## src/fetch_consts.svh

```systemverilog
`ifndef FETCH_CONSTS_SVH
`define FETCH_CONSTS_SVH

// datapath widths
`define FETCH_XLEN        64
`define FETCH_INST_W      32

// cache geometry
`define FETCH_LINE_BYTES  16
`define FETCH_LINE_BEATS  2
`define FETCH_LINES       16
`define FETCH_OFS_W       ($clog2(`FETCH_LINE_BYTES))   // byte offset in a line
`define FETCH_IDX_W       ($clog2(`FETCH_LINES))
`define FETCH_TAG_W       (`FETCH_XLEN - `FETCH_IDX_W - `FETCH_OFS_W)

`define FETCH_RESET_PC    64'h0000_0000_8000_0000

// AXI read channel constants
`define FETCH_AXI_ID      4'd1
`define FETCH_AXI_SIZE    3'd3      // 8 bytes per beat
`define FETCH_AXI_INCR    2'b01
`define FETCH_AXI_OKAY    2'b00

`define FETCH_NOP         32'h0000_0013   // addi x0, x0, 0

`endif

```

## src/fetch_pkg.sv

```systemverilog
`default_nettype none

`include "fetch_consts.svh"

package fetch_pkg;

  typedef logic [`FETCH_XLEN-1:0]   addr_t;
  typedef logic [`FETCH_INST_W-1:0] inst_t;
  typedef logic [`FETCH_XLEN-1:0]   word_t;    // one bus beat
  typedef logic [`FETCH_IDX_W-1:0]  line_idx_t;
  typedef logic [`FETCH_TAG_W-1:0]  tag_t;
  typedef logic [$clog2(`FETCH_LINE_BEATS)-1:0] beat_idx_t;

  // single-cycle strobe from execute
  typedef struct packed {
    logic  valid;
    addr_t target;
  } redirect_t;

  typedef struct packed {
    logic  valid;
    logic  fault;
    addr_t pc;
    inst_t inst;
  } fetch_out_t;

  typedef enum logic [2:0] {
    RUN,
    MISS_REQ,
    REFILL,
    DRAIN,     // refill finishing after a redirect
    FAULT
  } fetch_state_e;

endpackage

`default_nettype wire

```

## src/axi_pkg.sv

```systemverilog
`default_nettype none

package axi_pkg;

  import fetch_pkg::*;

  typedef logic [3:0] axi_id_t;
  typedef logic [1:0] axi_resp_t;
  typedef logic [7:0] axi_len_t;     // beats minus one
  typedef logic [2:0] axi_size_t;
  typedef logic [1:0] axi_burst_t;

  // read address channel, master to slave
  typedef struct packed {
    logic       valid;
    addr_t      addr;
    axi_id_t    id;
    axi_len_t   len;
    axi_size_t  size;
    axi_burst_t burst;
  } axi_ar_t;

  // read data channel, slave to master
  typedef struct packed {
    logic      valid;
    axi_id_t   id;
    word_t     data;
    axi_resp_t resp;
    logic      last;
  } axi_r_t;

endpackage

`default_nettype wire

```

## src/pc_gen.sv

```systemverilog
`default_nettype none
`timescale 1ns/1ps

`include "fetch_consts.svh"

module pc_gen
  import fetch_pkg::*;
(
  input  wire       clk,
  input  wire       rst_n,
  input  redirect_t redirect_i,
  input  wire       step_i,
  input  wire       hold_i,
  output addr_t     pc_o
);

  addr_t pc_q;
  addr_t pc_seq;

  assign pc_seq = pc_q + addr_t'(4);   // no prediction, just next word

  always_ff @(posedge clk or negedge rst_n) begin
    if (!rst_n) begin
      pc_q <= `FETCH_RESET_PC;
    end else if (redirect_i.valid) begin
      pc_q <= redirect_i.target;   // redirect wins over everything
    end else if (step_i && !hold_i) begin
      pc_q <= pc_seq;
    end
  end

  assign pc_o = pc_q;

endmodule

`default_nettype wire

```

## src/icache.sv

```systemverilog
`default_nettype none
`timescale 1ns/1ps

`include "fetch_consts.svh"

module icache
  import fetch_pkg::*;
(
  input  wire       clk,
  input  wire       rst_n,
  input  addr_t     pc_i,
  input  wire       beat_we_i,
  input  beat_idx_t beat_idx_i,
  input  word_t     beat_data_i,
  input  wire       refill_done_i,
  input  wire       refill_err_i,
  input  addr_t     refill_addr_i,
  output logic      hit_o,
  output inst_t     inst_o
);

  localparam int BEAT_W   = $clog2(`FETCH_LINE_BEATS);
  localparam int BEAT_LSB = `FETCH_OFS_W - BEAT_W;    // pc bit picking the beat
  localparam int HALF_BIT = BEAT_LSB - 1;             // upper or lower word of a beat

  // line store
  logic [`FETCH_LINES-1:0] valid_q;
  tag_t                    tag_q  [`FETCH_LINES];
  word_t                   data_q [`FETCH_LINES][`FETCH_LINE_BEATS];

  // lookup side
  line_idx_t rd_idx;
  tag_t      rd_tag;
  beat_idx_t rd_beat;
  word_t     rd_word;

  // refill side
  line_idx_t wr_idx;
  tag_t      wr_tag;

  assign rd_idx  = pc_i[`FETCH_OFS_W +: `FETCH_IDX_W];
  assign rd_tag  = pc_i[`FETCH_XLEN-1 -: `FETCH_TAG_W];
  assign rd_beat = pc_i[BEAT_LSB +: BEAT_W];
  assign wr_idx  = refill_addr_i[`FETCH_OFS_W +: `FETCH_IDX_W];
  assign wr_tag  = refill_addr_i[`FETCH_XLEN-1 -: `FETCH_TAG_W];

  always_comb begin
    rd_word = data_q[rd_idx][rd_beat];
    hit_o   = valid_q[rd_idx] && (tag_q[rd_idx] == rd_tag);
    if (pc_i[HALF_BIT]) begin
      inst_o = rd_word[`FETCH_INST_W +: `FETCH_INST_W];
    end else begin
      inst_o = rd_word[0 +: `FETCH_INST_W];
    end
  end

  always_ff @(posedge clk or negedge rst_n) begin
    if (!rst_n) begin
      valid_q <= '0;
    end else if (refill_done_i) begin
      // a failed burst must not leave old contents looking valid
      valid_q[wr_idx] <= !refill_err_i;
    end
  end

  always_ff @(posedge clk) begin
    if (refill_done_i && !refill_err_i) begin
      tag_q[wr_idx] <= wr_tag;
    end
  end

  // beats land as they arrive
  always_ff @(posedge clk) begin
    if (beat_we_i) begin
      data_q[wr_idx][beat_idx_i] <= beat_data_i;
    end
  end

endmodule

`default_nettype wire

```

## src/axi_rd_master.sv

```systemverilog
`default_nettype none
`timescale 1ns/1ps

`include "fetch_consts.svh"

module axi_rd_master
  import fetch_pkg::*;
  import axi_pkg::*;
(
  input  wire       clk,
  input  wire       rst_n,
  input  wire       refill_req_i,
  input  addr_t     refill_addr_i,
  output axi_ar_t   axi_ar_o,
  input  wire       axi_ar_ready_i,
  input  axi_r_t    axi_r_i,
  output logic      axi_r_ready_o,
  output logic      beat_we_o,
  output beat_idx_t beat_idx_o,
  output word_t     beat_data_o,
  output logic      refill_done_o,
  output logic      refill_err_o
);

  logic      ar_valid_q;
  addr_t     ar_addr_q;
  logic      busy_q;      // a burst is outstanding
  beat_idx_t beat_q;
  logic      err_q;       // sticky over the burst

  logic ar_hs;
  logic r_hs;
  logic bad_beat;

  assign ar_hs    = ar_valid_q && axi_ar_ready_i;
  assign r_hs     = axi_r_i.valid && busy_q;
  assign bad_beat = (axi_r_i.resp != `FETCH_AXI_OKAY) || (axi_r_i.id != `FETCH_AXI_ID);

  always_comb begin
    axi_ar_o.valid = ar_valid_q;
    axi_ar_o.addr  = ar_addr_q;
    axi_ar_o.id    = `FETCH_AXI_ID;
    axi_ar_o.len   = axi_len_t'(`FETCH_LINE_BEATS - 1);
    axi_ar_o.size  = `FETCH_AXI_SIZE;
    axi_ar_o.burst = `FETCH_AXI_INCR;
  end

  always_ff @(posedge clk or negedge rst_n) begin
    if (!rst_n) begin
      ar_valid_q <= 1'b0;
    end else if (refill_req_i) begin
      ar_valid_q <= 1'b1;
    end else if (ar_hs) begin
      ar_valid_q <= 1'b0;    // held until the slave takes it
    end
  end

  always_ff @(posedge clk) begin
    if (refill_req_i) begin
      ar_addr_q <= {refill_addr_i[`FETCH_XLEN-1:`FETCH_OFS_W], {`FETCH_OFS_W{1'b0}}};
    end
  end

  always_ff @(posedge clk or negedge rst_n) begin
    if (!rst_n) begin
      busy_q <= 1'b0;
      beat_q <= '0;
      err_q  <= 1'b0;
    end else if (refill_req_i) begin
      busy_q <= 1'b1;
      beat_q <= '0;
      err_q  <= 1'b0;
    end else if (r_hs) begin
      if (axi_r_i.last) begin
        busy_q <= 1'b0;
        beat_q <= '0;
        err_q  <= 1'b0;
      end else begin
        beat_q <= beat_q + beat_idx_t'(1);
        err_q  <= err_q || bad_beat;
      end
    end
  end

  assign axi_r_ready_o = busy_q;   // ready for the whole refill
  assign beat_we_o     = r_hs;
  assign beat_idx_o    = beat_q;
  assign beat_data_o   = axi_r_i.data;
  assign refill_done_o = r_hs && axi_r_i.last;
  assign refill_err_o  = err_q || (r_hs && bad_beat);

endmodule

`default_nettype wire

```

## src/fetch_ctrl.sv

```systemverilog
`default_nettype none
`timescale 1ns/1ps

`include "fetch_consts.svh"

module fetch_ctrl
  import fetch_pkg::*;
(
  input  wire        clk,
  input  wire        rst_n,
  input  redirect_t  redirect_i,
  input  wire        stall_i,
  input  addr_t      pc_i,
  input  wire        hit_i,
  input  inst_t      inst_i,
  input  wire        refill_done_i,
  input  wire        refill_err_i,
  output logic       pc_step_o,
  output logic       pc_hold_o,
  output logic       refill_req_o,
  output addr_t      refill_addr_o,
  output fetch_out_t fetch_o
);

  fetch_state_e state_q, state_d;

  logic  out_valid_q, out_valid_d;
  logic  out_fault_q, out_fault_d;
  addr_t out_pc_q, out_pc_d;
  inst_t out_inst_q, out_inst_d;
  logic  fault_pend_q, fault_pend_d;   // fault word not yet handed out
  addr_t raddr_q;                      // line being refilled, survives redirects

  always_comb begin
    state_d      = state_q;
    out_valid_d  = 1'b0;
    out_fault_d  = 1'b0;
    out_pc_d     = out_pc_q;
    out_inst_d   = out_inst_q;
    fault_pend_d = fault_pend_q;
    pc_step_o    = 1'b0;
    pc_hold_o    = 1'b1;
    refill_req_o = 1'b0;
    unique case (state_q)
      RUN: begin
        if (!redirect_i.valid && !stall_i) begin
          if (hit_i) begin
            out_valid_d = 1'b1;
            out_pc_d    = pc_i;
            out_inst_d  = inst_i;
            pc_step_o   = 1'b1;
            pc_hold_o   = 1'b0;
          end else begin
            state_d = MISS_REQ;
          end
        end
      end
      MISS_REQ: begin
        if (redirect_i.valid) begin
          state_d = RUN;   // drop the miss, nothing sent yet
        end else begin
          refill_req_o = 1'b1;
          state_d      = REFILL;
        end
      end
      REFILL: begin
        if (refill_done_i) begin
          if (redirect_i.valid || !refill_err_i) begin
            state_d = RUN;
          end else begin
            state_d      = FAULT;
            fault_pend_d = 1'b1;
          end
        end else if (redirect_i.valid) begin
          state_d = DRAIN;
        end
      end
      DRAIN: begin
        if (refill_done_i) begin
          state_d = RUN;   // pc already holds the target
        end
      end
      FAULT: begin
        if (redirect_i.valid) begin
          state_d      = RUN;
          fault_pend_d = 1'b0;
        end else if (fault_pend_q && !stall_i) begin
          out_valid_d  = 1'b1;
          out_fault_d  = 1'b1;
          out_pc_d     = pc_i;
          out_inst_d   = `FETCH_NOP;
          fault_pend_d = 1'b0;
        end
      end
      default: state_d = RUN;
    endcase
  end

  always_ff @(posedge clk or negedge rst_n) begin
    if (!rst_n) begin
      state_q      <= RUN;
      out_valid_q  <= 1'b0;
      out_fault_q  <= 1'b0;
      fault_pend_q <= 1'b0;
    end else begin
      state_q      <= state_d;
      out_valid_q  <= out_valid_d;
      out_fault_q  <= out_fault_d;
      fault_pend_q <= fault_pend_d;
    end
  end

  always_ff @(posedge clk) begin
    out_pc_q   <= out_pc_d;
    out_inst_q <= out_inst_d;
    if (state_q == RUN && state_d == MISS_REQ) begin
      raddr_q <= {pc_i[`FETCH_XLEN-1:`FETCH_OFS_W], {`FETCH_OFS_W{1'b0}}};
    end
  end

  assign refill_addr_o = raddr_q;

  always_comb begin
    fetch_o.valid = out_valid_q;
    fetch_o.fault = out_fault_q;
    fetch_o.pc    = out_pc_q;
    fetch_o.inst  = out_inst_q;
  end

endmodule

`default_nettype wire

```

## src/if_stage.sv

```systemverilog
`default_nettype none
`timescale 1ns/1ps

module if_stage
  import fetch_pkg::*;
  import axi_pkg::*;
(
  input  wire        clk,
  input  wire        rst_n,
  input  redirect_t  redirect_i,
  input  wire        stall_i,
  output fetch_out_t fetch_o,
  output axi_ar_t    axi_ar_o,
  input  wire        axi_ar_ready_i,
  input  axi_r_t     axi_r_i,
  output logic       axi_r_ready_o
);

  addr_t     pc;
  logic      pc_step;
  logic      pc_hold;
  logic      hit;
  inst_t     inst;
  logic      refill_req;
  addr_t     refill_addr;
  logic      beat_we;
  beat_idx_t beat_idx;
  word_t     beat_data;
  logic      refill_done;
  logic      refill_err;

  fetch_ctrl u_fetch_ctrl (
    .clk           (clk),
    .rst_n         (rst_n),
    .redirect_i    (redirect_i),
    .stall_i       (stall_i),
    .pc_i          (pc),
    .hit_i         (hit),
    .inst_i        (inst),
    .refill_done_i (refill_done),
    .refill_err_i  (refill_err),
    .pc_step_o     (pc_step),
    .pc_hold_o     (pc_hold),
    .refill_req_o  (refill_req),
    .refill_addr_o (refill_addr),
    .fetch_o       (fetch_o)
  );

  pc_gen u_pc_gen (
    .clk        (clk),
    .rst_n      (rst_n),
    .redirect_i (redirect_i),   // loaded here directly
    .step_i     (pc_step),
    .hold_i     (pc_hold),
    .pc_o       (pc)
  );

  icache u_icache (
    .clk           (clk),
    .rst_n         (rst_n),
    .pc_i          (pc),
    .beat_we_i     (beat_we),
    .beat_idx_i    (beat_idx),
    .beat_data_i   (beat_data),
    .refill_done_i (refill_done),
    .refill_err_i  (refill_err),
    .refill_addr_i (refill_addr),
    .hit_o         (hit),
    .inst_o        (inst)
  );

  axi_rd_master u_axi_rd_master (
    .clk            (clk),
    .rst_n          (rst_n),
    .refill_req_i   (refill_req),
    .refill_addr_i  (refill_addr),
    .axi_ar_o       (axi_ar_o),
    .axi_ar_ready_i (axi_ar_ready_i),
    .axi_r_i        (axi_r_i),
    .axi_r_ready_o  (axi_r_ready_o),
    .beat_we_o      (beat_we),
    .beat_idx_o     (beat_idx),
    .beat_data_o    (beat_data),
    .refill_done_o  (refill_done),
    .refill_err_o   (refill_err)
  );

endmodule

`default_nettype wire

```

## config.mk

```make
export PLATFORM = sky130hd
export DESIGN_NAME = if_stage
export DESIGN_NICKNAME = d
export VERILOG_FILES = /design/src/fetch_pkg.sv /design/src/axi_pkg.sv /design/src/pc_gen.sv /design/src/icache.sv /design/src/axi_rd_master.sv /design/src/fetch_ctrl.sv /design/src/if_stage.sv
export VERILOG_INCLUDE_DIRS = /design/src
export SDC_FILE = /design/constraint.sdc
export NUM_CORES = 2
export LEC_CHECK = 0
export BUFFER_PORTS_ARGS = -buffer_cell sky130_fd_sc_hd__buf_2
export CORE_MARGIN = 8
export CORE_UTILIZATION = 55
export DETAILED_ROUTE_END_ITERATION = 16
export GPL_TIMING_DRIVEN = 0
export PLACE_DENSITY_LB_ADDON = 0.12
export SYNTH_ARGS = -nofsm -noshare
export SYNTH_HDL_FRONTEND = slang
export SYNTH_HIERARCHICAL = 1
export SYNTH_SLANG_ARGS = --single-unit
```

## constraint.sdc

```tcl
create_clock -name clk -period 12 [get_ports clk]
set_input_delay 1.8 -clock clk [delete_from_list [all_inputs] [get_ports clk]]
set_output_delay 1.8 -clock clk [all_outputs]
set_load 0.02 [all_outputs]
```

* After elaboration in Yosys (flattened, before gate mapping)
Memories as Yosys holds them, arrays and structs flattened. Cells that the tools add are included.
Operators by class: $add $sub $neg 2, order comparisons 6, equality and inequality tests 14, mux-type cells 64, bitwise gates (word level) 2, reductions and logical operators 31
Operators with widths (count):
- $mux 64 | 10
- $mux 32 | 5
- $mux 128 | 1
- $pmux 64 s2 | 1
- $add 64x3->64 const B | 1
- $demux 64 s1 | 1
- $pmux 32 s2 | 1
- $eq 56x56->1 | 1
- $mux 1 | 31
- $mux 3 | 7
- $bwmux 16 | 1
- $pmux 3 s5 | 1
- $reduce_bool 2->1 | 7
- $logic_and 1x1->1 | 12
- $lt 4x5->1 const B | 2
- $eq 3x1->1 const B | 2
- $eq 3x2->1 const B | 2
- $ne 2x1->1 const B | 3
- $ne 2x2->1 const B | 3
- $reduce_and 5->1 | 1
- $bmux 1 s4 | 1
- $demux 1 s4 | 1
- $ge 2x2->1 const B | 2
- $ge 4x1->1 const B | 1
- other kinds (13) | 21
Word-level totals: register bits 306, RAM bits 2944, input bits 141, output and inout port bits 181, logic and storage cells 135, memories kept 2
Memories:
- u_icache.data_q | words 16, width 128, read ports 1, clocked after memory_dff 0, wr ports 1, RTL line icache.sv:29 | word_t data_q [`FETCH_LINES][`FETCH_LINE_BEATS];
- u_icache.tag_q | words 16, width 56, read ports 1, clocked after memory_dff 0, wr ports 1, RTL line icache.sv:28 | tag_t tag_q [`FETCH_LINES];

* Logic depth before layout (Yosys ltp)
depth in word-level cells 11, depth in mapped cells 23, gate-level depth less buffers 15

* Modules after synthesis
The synthesis kept the hierarchy.
Modules (own cells, without submodules):
- icache | times used 1, cells an instance 4710, area an instance 113766.6 um2, seq. area each 88805.2 um2
- fetch_ctrl | times used 1, cells an instance 228, area an instance 5348.9 um2, seq. area each 4834.6 um2
- pc_gen | times used 1, cells an instance 418, area an instance 3733.6 um2, seq. area each 1602.8 um2
- axi_rd_master | times used 1, cells an instance 166, area an instance 2656.3 um2, seq. area each 1901.8 um2

* Worst setup path after synthesis
No wires, ideal clock.
kind input -> register, from input redirect_i[64] (netlist bit), to register u_axi_rd_master.err_q, setup time 445 ps, arrival 8605 ps, data required time 11555 ps, setup slack 2949 ps, cell stages on the path 2, buffers on the path 0, cell sequence nor4b_1 nor4_1
On the way: word-level cells in the longest chain between the ends 3, elaborated cells between the ends (all ways) 4, those cells by class mux (3); reduce/logical (1)
RTL lines:
- start, declared | RTL line if_stage.sv:10 | input redirect_t redirect_i,
- $mux 1 * | RTL line fetch_ctrl.sv:59 | if (redirect_i.valid) begin
- $mux 1 * | RTL line fetch_ctrl.sv:44 | unique case (state_q)
- $mux 1 or $reduce_bool 2->1 (tied branches)
- end signal, assigned | RTL line axi_rd_master.sv:80 | err_q <= err_q || bad_beat;
- end, declared | RTL line axi_rd_master.sv:29 | logic err_q;
Every way passes the cells marked *; elsewhere a longest branch is shown, timed or not. A chain may end at the register's enable or synchronous reset.

* Worst setup path after layout
from register u_pc_gen.pc_q[7] (netlist: u_pc_gen/pc_o[7]), to register u_pc_gen.pc_q[25] (netlist: u_pc_gen/pc_o[25])
On the way: word-level cells in the longest chain between the ends 9, elaborated cells between the ends (all ways) 17, those cells by class add/sub (1); eq/ne (1); mux (10); reduce/logical (4); memory (1)
RTL lines:
- start, declared | RTL line pc_gen.sv:17 | addr_t pc_q;
- start signal, assigned | RTL line pc_gen.sv:24 | pc_q <= `FETCH_RESET_PC;
- start signal, assigned | RTL line pc_gen.sv:26 | pc_q <= redirect_i.target;
- start signal, assigned | RTL line pc_gen.sv:28 | pc_q <= pc_seq;
- $mem_v2 16x56 or $bmux 1 s4 (tied branches)
- $eq 56x56->1 or $mux 1 (tied branches) | RTL line icache.sv:49 | hit_o = valid_q[rd_idx] && (tag_q[rd_idx] == rd_tag);
- $logic_and 1x1->1 * | RTL line icache.sv:49
- named net hit | RTL line if_stage.sv:22 | logic hit;
- $mux 1 * | RTL line fetch_ctrl.sv:47 | if (hit_i) begin
- $mux 1 * | RTL line fetch_ctrl.sv:46 | if (!redirect_i.valid && !stall_i) begin
- $mux 1 * | RTL line fetch_ctrl.sv:44
- named net pc_hold | RTL line if_stage.sv:21 | logic pc_hold;
- $logic_not 1->1 * | RTL line pc_gen.sv:27 | end else if (step_i && !hold_i) begin
- $logic_and 1x1->1 * | RTL line pc_gen.sv:27
- $reduce_bool 2->1 (no source line) *
Mark *: on every way through the listed nets, which the timed path passes. The rest lies on a longest branch. The select of a mux whose other input is x is not followed.

==> qor.txt <==
Status: complete, but fails checks
Failing checks: max-capacitance violations, max-slew violations
HPWL Detailed: 251000 um
Placed Cells: 8958
Internal Pwr Total: 19.3 mW
Number of vias per cell: 6.80
Chip width: 494 um
Chip Height: 494 um
Antenna Violating Nets Remaining: 0
Clock Power Share: 39.5%
Netlist Area Pre-Place: 125000 sq um
Initial antenna violation count: 33
Lkg Pwr: 46.1 nW
Endpoints failing hold: 0
Worst skew pair latency: 0.96 ns
Routed WL: 374000 um
R2r endpoint: u_pc_gen/pc_o[25]
Root Driver: clkbuf_16
DR WL/cell: 39.1 um
Vias post-DR: 65.0k
Power Dens Cells: 173 nW/um^2
1st-iter DRT viols: 9224
Post-layout nets: 6433
Worst r2r src: u_pc_gen/pc_o[7]
Drt first pass iters: 7
Global-route wire length before repair: 510000 um
DRC viols: 0
Worst setup path end: u_pc_gen/pc_o[25]
Sequential Power Share: 51.6%
Starting density of the core: 55.3%
Period utilisation layout: 77.3%
Total track usage: 30.3%
Hold Buf Count CTS: 0
Max-cap violations: 3
Congestion Overflow GR: 0
Slew HR: -3.93%
Peak VDD IR: 0.000165 V
Filler Cell Count: 15.0k
Core Area: 227000 sq um
Worst-Margin Slew: 1.56 ns
Post-CTS Setup Bufs: 0
Layout area overhead: 15.4%
GP Congestion: 0.912
Site Rows: 175
Clock transition at path regs: 0.06 ns
RSZ-0062 raised after global routing: false
Crit path from: u_pc_gen/pc_o[7]
Fmax: 108 MHz
R2R setup slack: 2.72 ns
Max Transition Viols Final: 33
CTS tree: done
Pwr Total: 25.1 mW
Final setup viols: 0
Syn. warnings: 6
Sink Count: 3250
Ports: 322
Switching pwr: 5.82 mW
Worst setup SP type: flop
Crit Path Category: reg -> reg
Longest Clk Path Bufs: 4
Mean Syn Cell Area: 22.7 sq um
Crit-path max FO: 10
H-tree depth: 5
Req. time, crit path: 12.86 ns
Sw Ratio: 23.2%
Min Tclk post-route: 9.28 ns
IO Port Bufs: 236
Vias in the first global route: 62.8k
Clock Skews: 0.0704 ns
Pin count of the biggest net entering global routing: 66
Layout cells sized above 1: 31.5%
PostCTS Resize Cnt: 0
CTS Buf Count: 340
Crit. End Element: flop
Die area: 244000 sq um
CP arrival: 10.14 ns
Gate power share: 8.9%
Synth Instances: 5517
Hold Crit Class: reg -> reg
Cell Count, Final, Fillers Out: 9556
R2R cell count: 17
[metrics by stage]
| stage | setup slack [ns] | utilization [%] | instance area, sq um | setup TNS (ns) | hold WS (ns) |
|---|---|---|---|---|---|
| 6_report | 2.72 | 63.8 | 145000 | 0 | 0.451 |
| 5_1_grt | 2.65 | 63.7 | 145000 | 0 | 0.479 |
| 4_1_cts | 3.16 | 63.7 | 145000 | 0 | 0.455 |
| 3_5_place_dp | 3.21 | 59.2 | 135000 | 0 | 0.439 |
| 3_3_place_gp | -4.97 | 57.5 | 130000 | -738.29 | 0.430 |
| 2_1_floorplan | 2.95 | - | 126000 | 0 | 0.421 |
[sequential cells by signal, summed over array words and instances, names as in the netlist]
signal / flops
u_fetch_ctrl/refill_addr_o: 60
u_axi_rd_master/err_q: 1
u_icache/valid_q: 16
u_axi_rd_master/ar_valid_q: 1
u_axi_rd_master/axi_r_ready_o: 1
u_fetch_ctrl/out_fault_q: 1
u_axi_rd_master/ar_addr_q: 60
u_fetch_ctrl/fault_pend_q: 1
u_fetch_ctrl/out_pc_q: 64
u_pc_gen/pc_o: 64
u_fetch_ctrl/out_valid_q: 1
u_icache/data_q: 2048
u_axi_rd_master/beat_idx_o: 1
u_icache/tag_q: 896
u_fetch_ctrl/out_inst_q: 32
u_fetch_ctrl/state_q: 3
[power groups by stage]
stage	clock network [mW]	logic [mW]	registers [mW]
5_1_grt	10.4	2.30	13.0
4_1_cts	10.0	2.23	12.9
6_report	9.91	2.24	12.9
3_5_place_dp	0	2.22	13.2
2_1_floorplan	0	1.26	13.1
3_3_place_gp	0	2.13	13.2
[cell usage in the layout (no fill, tap or decap), types with 21 or more instances in the layout]
master	instances
edfxtp_1	3160
mux4_2	846
clkbuf_16	342
buf_2	322
clkbuf_1	176
buf_12	141
mux2i_1	135
nand2_1	128
buf_4	114
o21ai_0	90
dfrtp_1	89
nor2_1	74
clkinv_1	73
clkinv_2	49
nor2_4	48
nand3_1	47
xnor2_1	47
buf_1	33
nand4_1	32
a31oi_1	30
and2_4	28
buf_6	27
a22oi_1	27
buf_16	26
xor2_1	26
a21oi_1	24
or3_1	24
bufinv_16	22
conb_1	21
[how the worst min path moves through the flow]
stage,cells past startpoint,end,startpoint,slack (ns)
floorplan,0,u_fetch_ctrl/out_pc_q[0],u_pc_gen/pc_o[0],0.42
global placement,0,u_fetch_ctrl/out_pc_q[0],u_pc_gen/pc_o[0],0.43
detailed placement,0,u_fetch_ctrl/out_pc_q[0],u_pc_gen/pc_o[0],0.44
CTS,0,u_fetch_ctrl/out_pc_q[0],u_pc_gen/pc_o[0],0.45
global route,0,u_fetch_ctrl/out_pc_q[1],u_pc_gen/pc_o[1],0.48
finish,0,u_fetch_ctrl/out_pc_q[0],u_pc_gen/pc_o[0],0.45
[per-layer routing]
| metal | vias to the layer above | global-route usage (%) | share of wire (%) | routed length (um) |
|---|---|---|---|---|
| met4 | 16 | 11.6 | 4.5 | 16900 |
| met3 | 713 | 6.70 | 12 | 43500 |
| met5 | - | 0 | 0.031 | 115 |
| met2 | 4463 | 46.5 | 46 | 173000 |
| li1 | 24800 | - | - | - |
| met1 | 35000 | 43.3 | 38 | 140000 |
[worst max-delay path: stages (launching register included)]
cell      delay [ns]
dfrtp_1         0.62
buf_2           0.48
buf_4           0.31
buf_4           0.34
buf_2           0.53
clkbuf_1        1.04
clkbuf_1        1.09
a21oi_1         0.22
nor4_1          0.28
nand4_1         0.20
nor4_2          0.88
nand2b_1        0.29
or2_2           0.40
nand4b_1        0.50
nor4_1          1.31
nand4_1         0.22
xor2_1          0.20
o21ai_0         0.20
[cell type report]
type | count | area, sq um | area share [%]
Inverter | 18 | 67.6 | 0.0467
Antenna cell | 14 | 35.0 | 0.0242
Multi-Input combinational cell | 1906 | 26600 | 18.3
Clock inverter | 158 | 1320 | 0.910
Clock buffer | 426 | 8910 | 6.16
Buffer | 362 | 2180 | 1.50
Timing Repair Buffer | 413 | 4800 | 3.31
Sequential cell | 3250 | 97100 | 67.1
Tap cell | 3009 | 3760 | 2.60
(Power assumes the default switching activity.)
